--- src/source/screen_pkg.sv ---
package screen_pkg;

	localparam int SCREEN_W = 160; // frame store width
	localparam int SCREEN_H = 120; // frame store height
	localparam int PIXELS_PER_FRAME = SCREEN_W * SCREEN_H; // one plot per pixel

	typedef logic [7:0] x_t; // 0..159
	typedef logic [6:0] y_t; // 0..119

	localparam int DIGIT_W = 24; // seven-segment glyph box
	localparam int DIGIT_H = 44; // 11 bands of 4 rows
	localparam int LABEL_W = 50; // text label box
	localparam int LABEL_H = 10;

	// top-left corners, score pair on the left, timer pair on the right
	localparam int DIGIT_X0 = 10; // score tens
	localparam int DIGIT_X1 = 38; // score ones
	localparam int DIGIT_X2 = 98; // timer tens
	localparam int DIGIT_X3 = 126; // timer ones
	localparam int DIGIT_Y = 52; // shared by all four digits

	localparam int SCORE_LBL_X = 14; // under score pair
	localparam int TIMER_LBL_X = 102; // under timer pair
	localparam int LABEL_Y = 101; // both labels

	typedef enum logic [2:0]
	{
		EL_NONE, // background
		EL_DIGIT0,
		EL_DIGIT1,
		EL_DIGIT2,
		EL_DIGIT3,
		EL_SCORE,
		EL_TIMER
	} element_t;

endpackage

--- src/source/glyph_pkg.sv ---
package glyph_pkg;

	typedef logic [2:0] colour_t; // {red, green, blue}
	typedef logic [3:0] digit_t; // 10..15 draw blank

	localparam int GLYPH_ROW_W = 50; // widest glyph is a label
	typedef logic [GLYPH_ROW_W-1:0] glyph_row_t; // column 0 sits in the msb

	localparam colour_t BLACK = 3'b000;
	localparam colour_t DIGIT_COLOUR = 3'b001; // blue
	localparam colour_t SCORE_COLOUR = 3'b010; // green
	localparam colour_t TIMER_COLOUR = 3'b100; // red

	// one band of a digit glyph, 4 px stroke, column 0 in bit 23
	localparam logic [23:0] SEG_O = 24'h000000; // nothing lit
	localparam logic [23:0] SEG_H = 24'h0FFFF0; // horizontal bar
	localparam logic [23:0] SEG_L = 24'hF00000; // left stroke
	localparam logic [23:0] SEG_R = 24'h00000F; // right stroke
	localparam logic [23:0] SEG_B = 24'hF0000F; // both strokes

	// band 0 top bar, 1-4 upper strokes, 5 middle bar, 6-9 lower strokes, 10 bottom bar
	localparam logic [23:0] DIGIT_ROWS [10][11] = '{
		'{SEG_H, SEG_B, SEG_B, SEG_B, SEG_B, SEG_O, SEG_B, SEG_B, SEG_B, SEG_B, SEG_H}, // 0
		'{SEG_O, SEG_R, SEG_R, SEG_R, SEG_R, SEG_O, SEG_R, SEG_R, SEG_R, SEG_R, SEG_O}, // 1
		'{SEG_H, SEG_R, SEG_R, SEG_R, SEG_R, SEG_H, SEG_L, SEG_L, SEG_L, SEG_L, SEG_H}, // 2
		'{SEG_H, SEG_R, SEG_R, SEG_R, SEG_R, SEG_H, SEG_R, SEG_R, SEG_R, SEG_R, SEG_H}, // 3
		'{SEG_O, SEG_B, SEG_B, SEG_B, SEG_B, SEG_H, SEG_R, SEG_R, SEG_R, SEG_R, SEG_O}, // 4
		'{SEG_H, SEG_L, SEG_L, SEG_L, SEG_L, SEG_H, SEG_R, SEG_R, SEG_R, SEG_R, SEG_H}, // 5
		'{SEG_H, SEG_L, SEG_L, SEG_L, SEG_L, SEG_H, SEG_B, SEG_B, SEG_B, SEG_B, SEG_H}, // 6
		'{SEG_H, SEG_R, SEG_R, SEG_R, SEG_R, SEG_O, SEG_R, SEG_R, SEG_R, SEG_R, SEG_O}, // 7
		'{SEG_H, SEG_B, SEG_B, SEG_B, SEG_B, SEG_H, SEG_B, SEG_B, SEG_B, SEG_B, SEG_H}, // 8
		'{SEG_H, SEG_B, SEG_B, SEG_B, SEG_B, SEG_H, SEG_R, SEG_R, SEG_R, SEG_R, SEG_O}  // 9, open tail
	};

	// "SCORE", five 10 px letters
	localparam glyph_row_t SCORE_ROWS [10] = '{
		50'b11111111001111111100111111110011111111001111111100,
		50'b11111111001111111100111111110011111111001111111100,
		50'b11000000001100000000110000110011000011001100000000,
		50'b11000000001100000000110000110011000011001100000000,
		50'b11111111001100000000110000110011111111001111111100,
		50'b11111111001100000000110000110011111111001111111100,
		50'b00000011001100000000110000110011110000001100000000,
		50'b00000011001100000000110000110011011000001100000000,
		50'b11111111001111111100111111110011001100001111111100,
		50'b11111111001111111100111111110011000011001111111100
	};

	// "TIMER", same cell pitch
	localparam glyph_row_t TIMER_ROWS [10] = '{
		50'b11111111001111111100111000111001111111100111111110,
		50'b11111111001111111100111101111001111111100111111110,
		50'b00011000000001100000110111011001100000000110000110,
		50'b00011000000001100000110010011001100000000110000110,
		50'b00011000000001100000110000011001111111100111111110,
		50'b00011000000001100000110000011001111111100111111110,
		50'b00011000000001100000110000011001100000000111100000,
		50'b00011000000001100000110000011001100000000110110000,
		50'b00011000001111111100110000011001111111100110011000,
		50'b00011000001111111100110000011001111111100110000110
	};

	// stage 2 to stage 3 payload
	typedef struct packed
	{
		screen_pkg::element_t element; // which box the pixel hit
		glyph_row_t row; // bitmap row, left aligned
		logic [5:0] col; // column inside the box
	} glyph_item_t;

endpackage

--- src/source/pixel_bus_if.sv ---
`timescale 1ns/10ps

interface pixel_bus_if
#(
	parameter type payload_t = logic
);
	import screen_pkg::*;

	logic valid; // one pixel per cycle, no stall
	x_t x; // raster column
	y_t y; // raster row
	payload_t payload; // stage specific

	modport source
	(
		output valid,
		output x,
		output y,
		output payload
	);

	modport sink
	(
		input valid,
		input x,
		input y,
		input payload
	);

endinterface

--- src/source/pixel_compose.sv ---
`timescale 1ns/10ps

module pixel_compose
(
	input logic iClock,
	input logic resetn,
	pixel_bus_if.sink glyph_bus,
	output screen_pkg::x_t x,
	output screen_pkg::y_t y,
	output glyph_pkg::colour_t colour,
	output logic plot
);
	import screen_pkg::*;
	import glyph_pkg::*;

	logic pix_on; // glyph bit at this column
	colour_t elem_colour; // colour of the hit element
	colour_t pix_colour; // final colour before output reg

	assign pix_on = glyph_bus.payload.row[GLYPH_ROW_W - 1 - int'(glyph_bus.payload.col)];

	always_comb
	begin
		case (glyph_bus.payload.element)
			EL_DIGIT0, EL_DIGIT1, EL_DIGIT2, EL_DIGIT3: elem_colour = DIGIT_COLOUR;
			EL_SCORE: elem_colour = SCORE_COLOUR;
			EL_TIMER: elem_colour = TIMER_COLOUR;
			default: elem_colour = BLACK;
		endcase
	end

	assign pix_colour = pix_on ? elem_colour : BLACK; // unlit bits are background

	always_ff @(posedge iClock)
	begin
		x <= glyph_bus.x;
		y <= glyph_bus.y;
		colour <= pix_colour;
	end

	always_ff @(posedge iClock)
	begin
		if (!resetn)
			plot <= 1'b0;
		else
			plot <= glyph_bus.valid; // two cycles behind scan valid
	end

	// the frame writer latches colour on every plot
	a_plot_colour_known: assert property (@(posedge iClock) disable iff (!resetn)
		plot |-> !$isunknown(colour));

endmodule

--- src/source/region_decode.sv ---
`timescale 1ns/10ps

module region_decode
(
	input logic iClock,
	input logic resetn,
	input glyph_pkg::digit_t score_tens,
	input glyph_pkg::digit_t score_ones,
	input glyph_pkg::digit_t timer_tens,
	input glyph_pkg::digit_t timer_ones,
	pixel_bus_if.sink scan_bus,
	pixel_bus_if.source glyph_bus
);
	import screen_pkg::*;
	import glyph_pkg::*;

	// element boxes in priority order, index + 1 is the element code
	localparam int BOX_X [6] = '{DIGIT_X0, DIGIT_X1, DIGIT_X2, DIGIT_X3,
		SCORE_LBL_X, TIMER_LBL_X};
	localparam int BOX_Y [6] = '{DIGIT_Y, DIGIT_Y, DIGIT_Y, DIGIT_Y, LABEL_Y, LABEL_Y};
	localparam int BOX_W [6] = '{DIGIT_W, DIGIT_W, DIGIT_W, DIGIT_W, LABEL_W, LABEL_W};
	localparam int BOX_H [6] = '{DIGIT_H, DIGIT_H, DIGIT_H, DIGIT_H, LABEL_H, LABEL_H};

	digit_t [3:0] digit_q; // frame copy, [0] is score tens
	element_t element; // hit result
	logic [2:0] hit_idx; // box index of the hit
	x_t local_x; // column inside the box
	y_t local_y; // row inside the box
	digit_t cur_digit; // digit of the hit box
	logic [3:0] band; // 4-row band of a digit glyph
	glyph_row_t row; // looked-up bitmap row

	// freeze digits for the whole frame
	always_ff @(posedge iClock)
	begin
		if (!resetn)
			digit_q <= '0;
		else if (scan_bus.valid && scan_bus.payload)
			digit_q <= {timer_ones, timer_tens, score_ones, score_tens};
	end

	// fixed priority, lowest index wins, so walk from the top down
	always_comb
	begin
		element = EL_NONE;
		hit_idx = '0;
		for (int i = 5; i >= 0; i--)
		begin
			if ((int'(scan_bus.x) >= BOX_X[i]) && (int'(scan_bus.x) < BOX_X[i] + BOX_W[i]) &&
				(int'(scan_bus.y) >= BOX_Y[i]) && (int'(scan_bus.y) < BOX_Y[i] + BOX_H[i]))
			begin
				element = element_t'(i + 1);
				hit_idx = 3'(i);
			end
		end
	end

	always_comb
	begin
		if (element == EL_NONE)
		begin
			local_x = '0; // background needs no column
			local_y = '0;
		end
		else
		begin
			local_x = scan_bus.x - x_t'(BOX_X[hit_idx]);
			local_y = scan_bus.y - y_t'(BOX_Y[hit_idx]);
		end
	end

	assign cur_digit = digit_q[hit_idx[1:0]]; // only read for digit hits
	assign band = local_y[5:2]; // y / 4, at most 10 inside a digit box

	always_comb
	begin
		row = '0;
		case (element)
			EL_DIGIT0, EL_DIGIT1, EL_DIGIT2, EL_DIGIT3:
			begin
				if ((cur_digit <= 4'd9) && (band <= 4'd10)) // 10..15 stay blank
					row = {DIGIT_ROWS[cur_digit][band], {(GLYPH_ROW_W - DIGIT_W){1'b0}}};
			end
			EL_SCORE: row = SCORE_ROWS[local_y[3:0]];
			EL_TIMER: row = TIMER_ROWS[local_y[3:0]];
			default: row = '0;
		endcase
	end

	always_ff @(posedge iClock)
	begin
		if (!resetn)
			glyph_bus.valid <= 1'b0;
		else
			glyph_bus.valid <= scan_bus.valid;
	end

	// payload follows valid, no reset needed
	always_ff @(posedge iClock)
	begin
		glyph_bus.x <= scan_bus.x;
		glyph_bus.y <= scan_bus.y;
		glyph_bus.payload <= '{element: element, row: row, col: local_x[5:0]};
	end

	// frame copy is read by every digit pixel, must stay known
	a_digits_known: assert property (@(posedge iClock) disable iff (!resetn)
		!$isunknown(digit_q));

endmodule

--- src/source/scan_timing.sv ---
`timescale 1ns/10ps

module scan_timing
#(
	parameter int FRAME_PERIOD = 2_500_000
)
(
	input logic iClock,
	input logic resetn,
	pixel_bus_if.source scan_bus
);
	import screen_pkg::*;

	localparam int CNT_W = $clog2(FRAME_PERIOD); // period counter width

	logic [CNT_W-1:0] period_cnt; // position inside refresh period
	logic in_window; // first 19200 cycles of the period
	x_t x_cnt;
	y_t y_cnt;
	logic x_last; // end of raster line
	logic y_last; // last raster line

	assign in_window = (int'(period_cnt) < PIXELS_PER_FRAME);
	assign x_last = (x_cnt == x_t'(SCREEN_W - 1));
	assign y_last = (y_cnt == y_t'(SCREEN_H - 1));

	always_ff @(posedge iClock)
	begin
		if (!resetn)
			period_cnt <= '0;
		else if (period_cnt == CNT_W'(FRAME_PERIOD - 1))
			period_cnt <= '0; // next refresh period
		else
			period_cnt <= period_cnt + 1'b1;
	end

	// raster walk, only while plotting
	always_ff @(posedge iClock)
	begin
		if (!resetn)
		begin
			x_cnt <= '0;
			y_cnt <= '0;
		end
		else if (in_window)
		begin
			if (x_last)
			begin
				x_cnt <= '0;
				y_cnt <= y_last ? '0 : y_cnt + 1'b1; // wraps after pixel 19199
			end
			else
				x_cnt <= x_cnt + 1'b1;
		end
	end

	assign scan_bus.valid = in_window;
	assign scan_bus.x = x_cnt;
	assign scan_bus.y = y_cnt;
	assign scan_bus.payload = in_window && (x_cnt == '0) && (y_cnt == '0); // frame_start

	// counters must never leave the frame, else the writer plots off-screen
	a_raster_in_frame: assert property (@(posedge iClock) disable iff (!resetn)
		(x_cnt < x_t'(SCREEN_W)) && (y_cnt < y_t'(SCREEN_H)));

endmodule

--- src/source/scoreboard_renderer.sv ---
`timescale 1ns/10ps

module scoreboard_renderer
#(
	parameter int FRAME_PERIOD = 2_500_000
)
(
	input logic iClock,
	input logic resetn,
	input glyph_pkg::digit_t score_tens,
	input glyph_pkg::digit_t score_ones,
	input glyph_pkg::digit_t timer_tens,
	input glyph_pkg::digit_t timer_ones,
	output screen_pkg::x_t x,
	output screen_pkg::y_t y,
	output glyph_pkg::colour_t colour,
	output logic plot
);
	import glyph_pkg::*;

	pixel_bus_if #(.payload_t(logic)) scan_bus (); // frame_start flag
	pixel_bus_if #(.payload_t(glyph_item_t)) glyph_bus (); // element, row, column

	// stage 1, raster scan
	scan_timing #(.FRAME_PERIOD(FRAME_PERIOD)) u_scan
	(
		.iClock(iClock),
		.resetn(resetn),
		.scan_bus(scan_bus.source)
	);

	// stage 2, hit test and bitmap row
	region_decode u_decode
	(
		.iClock(iClock),
		.resetn(resetn),
		.score_tens(score_tens),
		.score_ones(score_ones),
		.timer_tens(timer_tens),
		.timer_ones(timer_ones),
		.scan_bus(scan_bus.sink),
		.glyph_bus(glyph_bus.source)
	);

	// stage 3, colour and output regs
	pixel_compose u_compose
	(
		.iClock(iClock),
		.resetn(resetn),
		.glyph_bus(glyph_bus.sink),
		.x(x),
		.y(y),
		.colour(colour),
		.plot(plot)
	);

endmodule

--- config.mk ---
export PLATFORM = sky130hd
export DESIGN_NAME = scoreboard_renderer
export DESIGN_NICKNAME = d
export VERILOG_FILES = /design/src/source/screen_pkg.sv /design/src/source/glyph_pkg.sv /design/src/source/pixel_bus_if.sv /design/src/source/pixel_compose.sv /design/src/source/region_decode.sv /design/src/source/scan_timing.sv /design/src/source/scoreboard_renderer.sv
export SDC_FILE = /design/constraint.sdc
export NUM_CORES = 1
export LEC_CHECK = 0
export BUFFER_PORTS_ARGS = -buffer_cell sky130_fd_sc_hd__buf_2
export CAP_MARGIN = 20
export CORE_ASPECT_RATIO = 0.75
export CORE_MARGIN = 2
export CORE_UTILIZATION = 40
export CTS_CLUSTER_DIAMETER = 50
export CTS_CLUSTER_SIZE = 40
export DETAILED_ROUTE_END_ITERATION = 8
export SETUP_SLACK_MARGIN = 0.05
export SYNTH_ARGS = -nofsm -noshare
export SYNTH_HDL_FRONTEND = slang
export SYNTH_HIERARCHICAL = 1
export SYNTH_SLANG_ARGS = --single-unit
--- constraint.sdc ---
create_clock -name iClock -period 3.4 [get_ports iClock]
set_clock_uncertainty 0.05 [all_clocks]
set_input_delay 0.34 -clock iClock [delete_from_list [all_inputs] [get_ports iClock]]
set_output_delay 0.34 -clock iClock [all_outputs]
set_load 0.005 [all_outputs]
==> impl_summary.log <==
[metrics] wire length of the first global-routing pass: 26200 µm
[metrics] initial antenna violation count: 0
[metrics] number of buffers created by CTS: 17
[metrics] dominant synthesized flop cell: sky130_fd_sc_hd__dfxtp_1
[metrics] Synth Warn #: 6
[metrics] Worst IR Drop VDD: 369 µV
[metrics] number of standard cells in the layout, taps in and fillers out: 1000
[metrics] register area share after synthesis: 0.398
[metrics] category of the most critical setup path: reg2reg
[metrics] cell count after synthesis: 712
[metrics] Synth cell types: 83
[metrics] min-delay src: score_tens[2]
[metrics] Syn Std Cell Area: 6490 µm²
[metrics] drt first pass iters: 5
[metrics] Layout Utilization: 0.489
[metrics] number of nets with antenna violations after detailed routing: 0
[metrics] worst slew pin tran: 0.729 ns
[metrics] required time of the critical path: 3.71 ns
[metrics] global router's overall resource usage: 0.195
[metrics] WL/cell: 16.3 µm
[metrics] aggregate global routing overflow: 0
[metrics] H-Tree Level Count: 4
[metrics] total wirelength of the detailed-routed design: 16300 µm
[metrics] DIE WIDTH: 151 µm
[metrics] Slew Limit Fails: 0
[metrics] HP Class: in2reg
[metrics] height of the chip: 114 µm
[metrics] initial core utilization: 0.407
[metrics] capturing element type of the critical path: flip-flop
[metrics] min cycle time layout: 3.28 ns
[metrics] Antenna diodes: 0
[metrics] Max-slew headroom: 0.514
[metrics] Clk Tree Root Cell: sky130_fd_sc_hd__clkbuf_16
[metrics] unrepaired setup endpoints after global routing: yes
[metrics] outcome: complete, no violations
[metrics] Placement Setup Slack: -0.0949 ns
[metrics] DRC violation count after routing: 0
[metrics] worst path arrival time: 3.59 ns
[metrics] source of the worst register-to-register timing path: u_scan/scan_bus.y[0]
[metrics] vias in the first global route: 5169
[metrics] later-pin clock latency in the skew report: 0.43 ns
[metrics] top cells by area in the synthesized netlist: sky130_fd_sc_hd__dfxtp_1, sky130_fd_sc_hd__nand2_1, sky130_fd_sc_hd__ha_1
[metrics] startpoint of the most critical setup path: u_scan/scan_bus.y[0]
[metrics] number of flops mapped to enable cells by yosys: 0
[metrics] total via count after detailed routing: 5458
[metrics] routability congestion estimate from global placement: 0.855
[metrics] CTS Sinks: 129
[metrics] average cell area after synthesis: 9.12 µm²
[metrics] number of buffer cells added on primary ports: 36
[metrics] pin count of the biggest net entering global routing: 29
[metrics] io pins: 37
[metrics] max frequency: 0.305 GHz
[metrics] final worst slack: 0.119 ns
[metrics] Total Die Area: 17300 µm²
[metrics] share of the synthesized area in the top cell type: 0.398
[metrics] Yosys reg bits: 129
[metrics] final setup vio count: 0
[metrics] net count reported at finish: 817
[metrics] sum of net half-perimeters after detailed placement: 12000 µm
[metrics] library cell with the largest summed area after synthesis: sky130_fd_sc_hd__dfxtp_1
[metrics] crit path launch type: flip-flop
[metrics] worst hold slack across all endpoints: 0.115 ns
[metrics] share of cells above drive strength 1: 0.254
[metrics] first-iteration detailed-routing DRC count: 351
[metrics] Placed Instances: 955
[metrics] Final period util: 0.965
[metrics] CTS tree: done
[metrics] number of cell rows: 40
[metrics] number of maximum-capacitance constraint violations: 0
[metrics] Cell Pwr Density: 445 nW/µm²
[metrics] Area Growth Syn to Fin: 20.3%
[metrics] Leak: 0.00307 µW
[metrics] via-per-instance ratio: 5.46
[metrics] hold violation total from the final report: 0
[metrics] Max Fanout on Critical Path: 6
[metrics] largest buffer count on any clock path: 2
[metrics] share of synthesized flip-flops with an asynchronous set or reset: 0
[metrics] placeable core region: 16000 µm²
[metrics] clock transition at the registers of the reported paths: 0.06 ns
[report_power, final]
part	switching, µW	internal (µW)
logic	127	86.6
clock network	678	1020
registers	19.3	1540
total	825	2650
[what timing repair did]
item | in CTS | in global routing
endpoints found under the setup margin | 13 | 18
pin swaps | 7 | 18
endpoints found under the hold margin | 0 | 0
cloned | 0 | 0
resized for setup | 7 | 32
buffers inserted | 7 | 6
hold buffers | 0 | 0
[registers in the layout (all words and copies together) (netlist names)]
signal	count
u_decode/glyph_bus.x	8
u_compose/y	7
u_scan/scan_bus.x	8
u_decode/glyph_bus.payload	41
u_scan/scan_bus.y	7
u_compose/x	8
u_decode/glyph_bus.valid	1
u_scan/period_cnt	22
u_compose/plot	1
u_decode/digit_q	16
u_compose/colour	3
u_decode/glyph_bus.y	7
[final cells by class]
cell class	instances	area, µm²
clock buffers	19	443
inverters	33	129
multi-input cells	504	3670
fillers	1505	8160
clock inverters	13	114
repair buffers	92	601
well taps	210	263
flip-flops and latches	129	2590
[synthesized netlist by cell type (6+ instances only)]
master,instances
sky130_fd_sc_hd__ha_1,21
sky130_fd_sc_hd__buf_4,23
sky130_fd_sc_hd__xor2_1,12
sky130_fd_sc_hd__nand2_1,86
sky130_fd_sc_hd__or2_2,7
sky130_fd_sc_hd__dfxtp_1,129
sky130_fd_sc_hd__o31ai_1,8
sky130_fd_sc_hd__o21ai_0,30
sky130_fd_sc_hd__a31oi_1,6
sky130_fd_sc_hd__a21boi_0,16
sky130_fd_sc_hd__or4_1,7
sky130_fd_sc_hd__nor3_1,7
sky130_fd_sc_hd__and2_1,7
sky130_fd_sc_hd__mux2i_1,17
sky130_fd_sc_hd__clkbuf_1,14
sky130_fd_sc_hd__o221ai_1,7
sky130_fd_sc_hd__or3_1,14
sky130_fd_sc_hd__nand3_1,28
sky130_fd_sc_hd__inv_1,30
sky130_fd_sc_hd__nor2b_1,7
sky130_fd_sc_hd__xnor2_1,14
sky130_fd_sc_hd__o211ai_1,9
sky130_fd_sc_hd__buf_6,7
sky130_fd_sc_hd__nor2_1,41
sky130_fd_sc_hd__nand4_1,11
sky130_fd_sc_hd__a21oi_1,39
[per-stage QoR]
step | setup TNS (ns) | total power (µW) | cell area, µm²
6_report | 0 | 3480 | 7810
5_1_grt | -0.0192 | 3600 | 7810
4_1_cts | 0 | 3490 | 7630
3_5_place_dp | -0.664 | 1790 | 7000
3_3_place_gp | 0 | 1780 | 7000
2_1_floorplan | 0 | 1730 | 6560
[worst max-delay path: stages (launching register included)]
cell                       delay, ns
sky130_fd_sc_hd__dfxtp_2        0.33
sky130_fd_sc_hd__and4_4         0.18
sky130_fd_sc_hd__a2111o_1       0.39
sky130_fd_sc_hd__buf_4          0.17
sky130_fd_sc_hd__o22a_4         0.28
sky130_fd_sc_hd__mux2i_2        0.21
sky130_fd_sc_hd__a21oi_2        0.09
sky130_fd_sc_hd__buf_4          0.13
sky130_fd_sc_hd__buf_4          0.14
sky130_fd_sc_hd__ha_1           0.24
sky130_fd_sc_hd__o21ai_1        0.15
sky130_fd_sc_hd__o211ai_1       0.15
sky130_fd_sc_hd__mux2i_2        0.35
sky130_fd_sc_hd__nand4_4        0.19
sky130_fd_sc_hd__nand4_1        0.15
[cells in the final DEF, fill, tap and decap left out, types with 11 or more instances in the layout]
master and n:
sky130_fd_sc_hd__mux2i_1 15, sky130_fd_sc_hd__buf_4 56, sky130_fd_sc_hd__xor2_1 12, sky130_fd_sc_hd__o21ai_0 25, sky130_fd_sc_hd__nand4_1 11, sky130_fd_sc_hd__inv_1 29, sky130_fd_sc_hd__nand3_1 27, sky130_fd_sc_hd__nand2_1 85
sky130_fd_sc_hd__or3_1 12, sky130_fd_sc_hd__a21boi_0 16, sky130_fd_sc_hd__nor2_1 40, sky130_fd_sc_hd__ha_1 18, sky130_fd_sc_hd__a21oi_1 33, sky130_fd_sc_hd__clkbuf_16 17, sky130_fd_sc_hd__dfxtp_1 121, sky130_fd_sc_hd__buf_2 36
[cell families (layout without fill, tap and decap cells)]
group                      count (synthesis)  in the layout  synth area share
AOI/OAI and AO/OA                        165            165             0.178
DFF                                      129            129             0.398
other                                      1              3          0.000578
and+or+nand+nor                          261            261             0.216
adders and majority gates                 22             22            0.0436
xor gates and xnor gates                  27             27            0.0376
buffers and inverters                     81            157            0.0690
muxes                                     26             26            0.0580
[path summary, 6_finish.rpt]
check	cells after the start	to	slack (ns)
worst max-delay path	14	u_decode/glyph_bus.payload[51]	0.12
worst min-delay path	3	u_decode/digit_q[2]	0.11
worst max register to register	14	u_decode/glyph_bus.payload[51]	0.12
worst min register to register	0	u_compose/x[6]	0.28
[routing by layer]
metal / global-route usage / vias up / part of all wire
li1: - / 2684 / -
met1: 0.289 / 2586 / 0.51
met2: 0.280 / 162 / 0.42
met3: 0.0375 / 26 / 0.053
met4: 0.0717 / 0 / 0.015
met5: 0 / - / 0
Power figures use the tool's default switching activity.
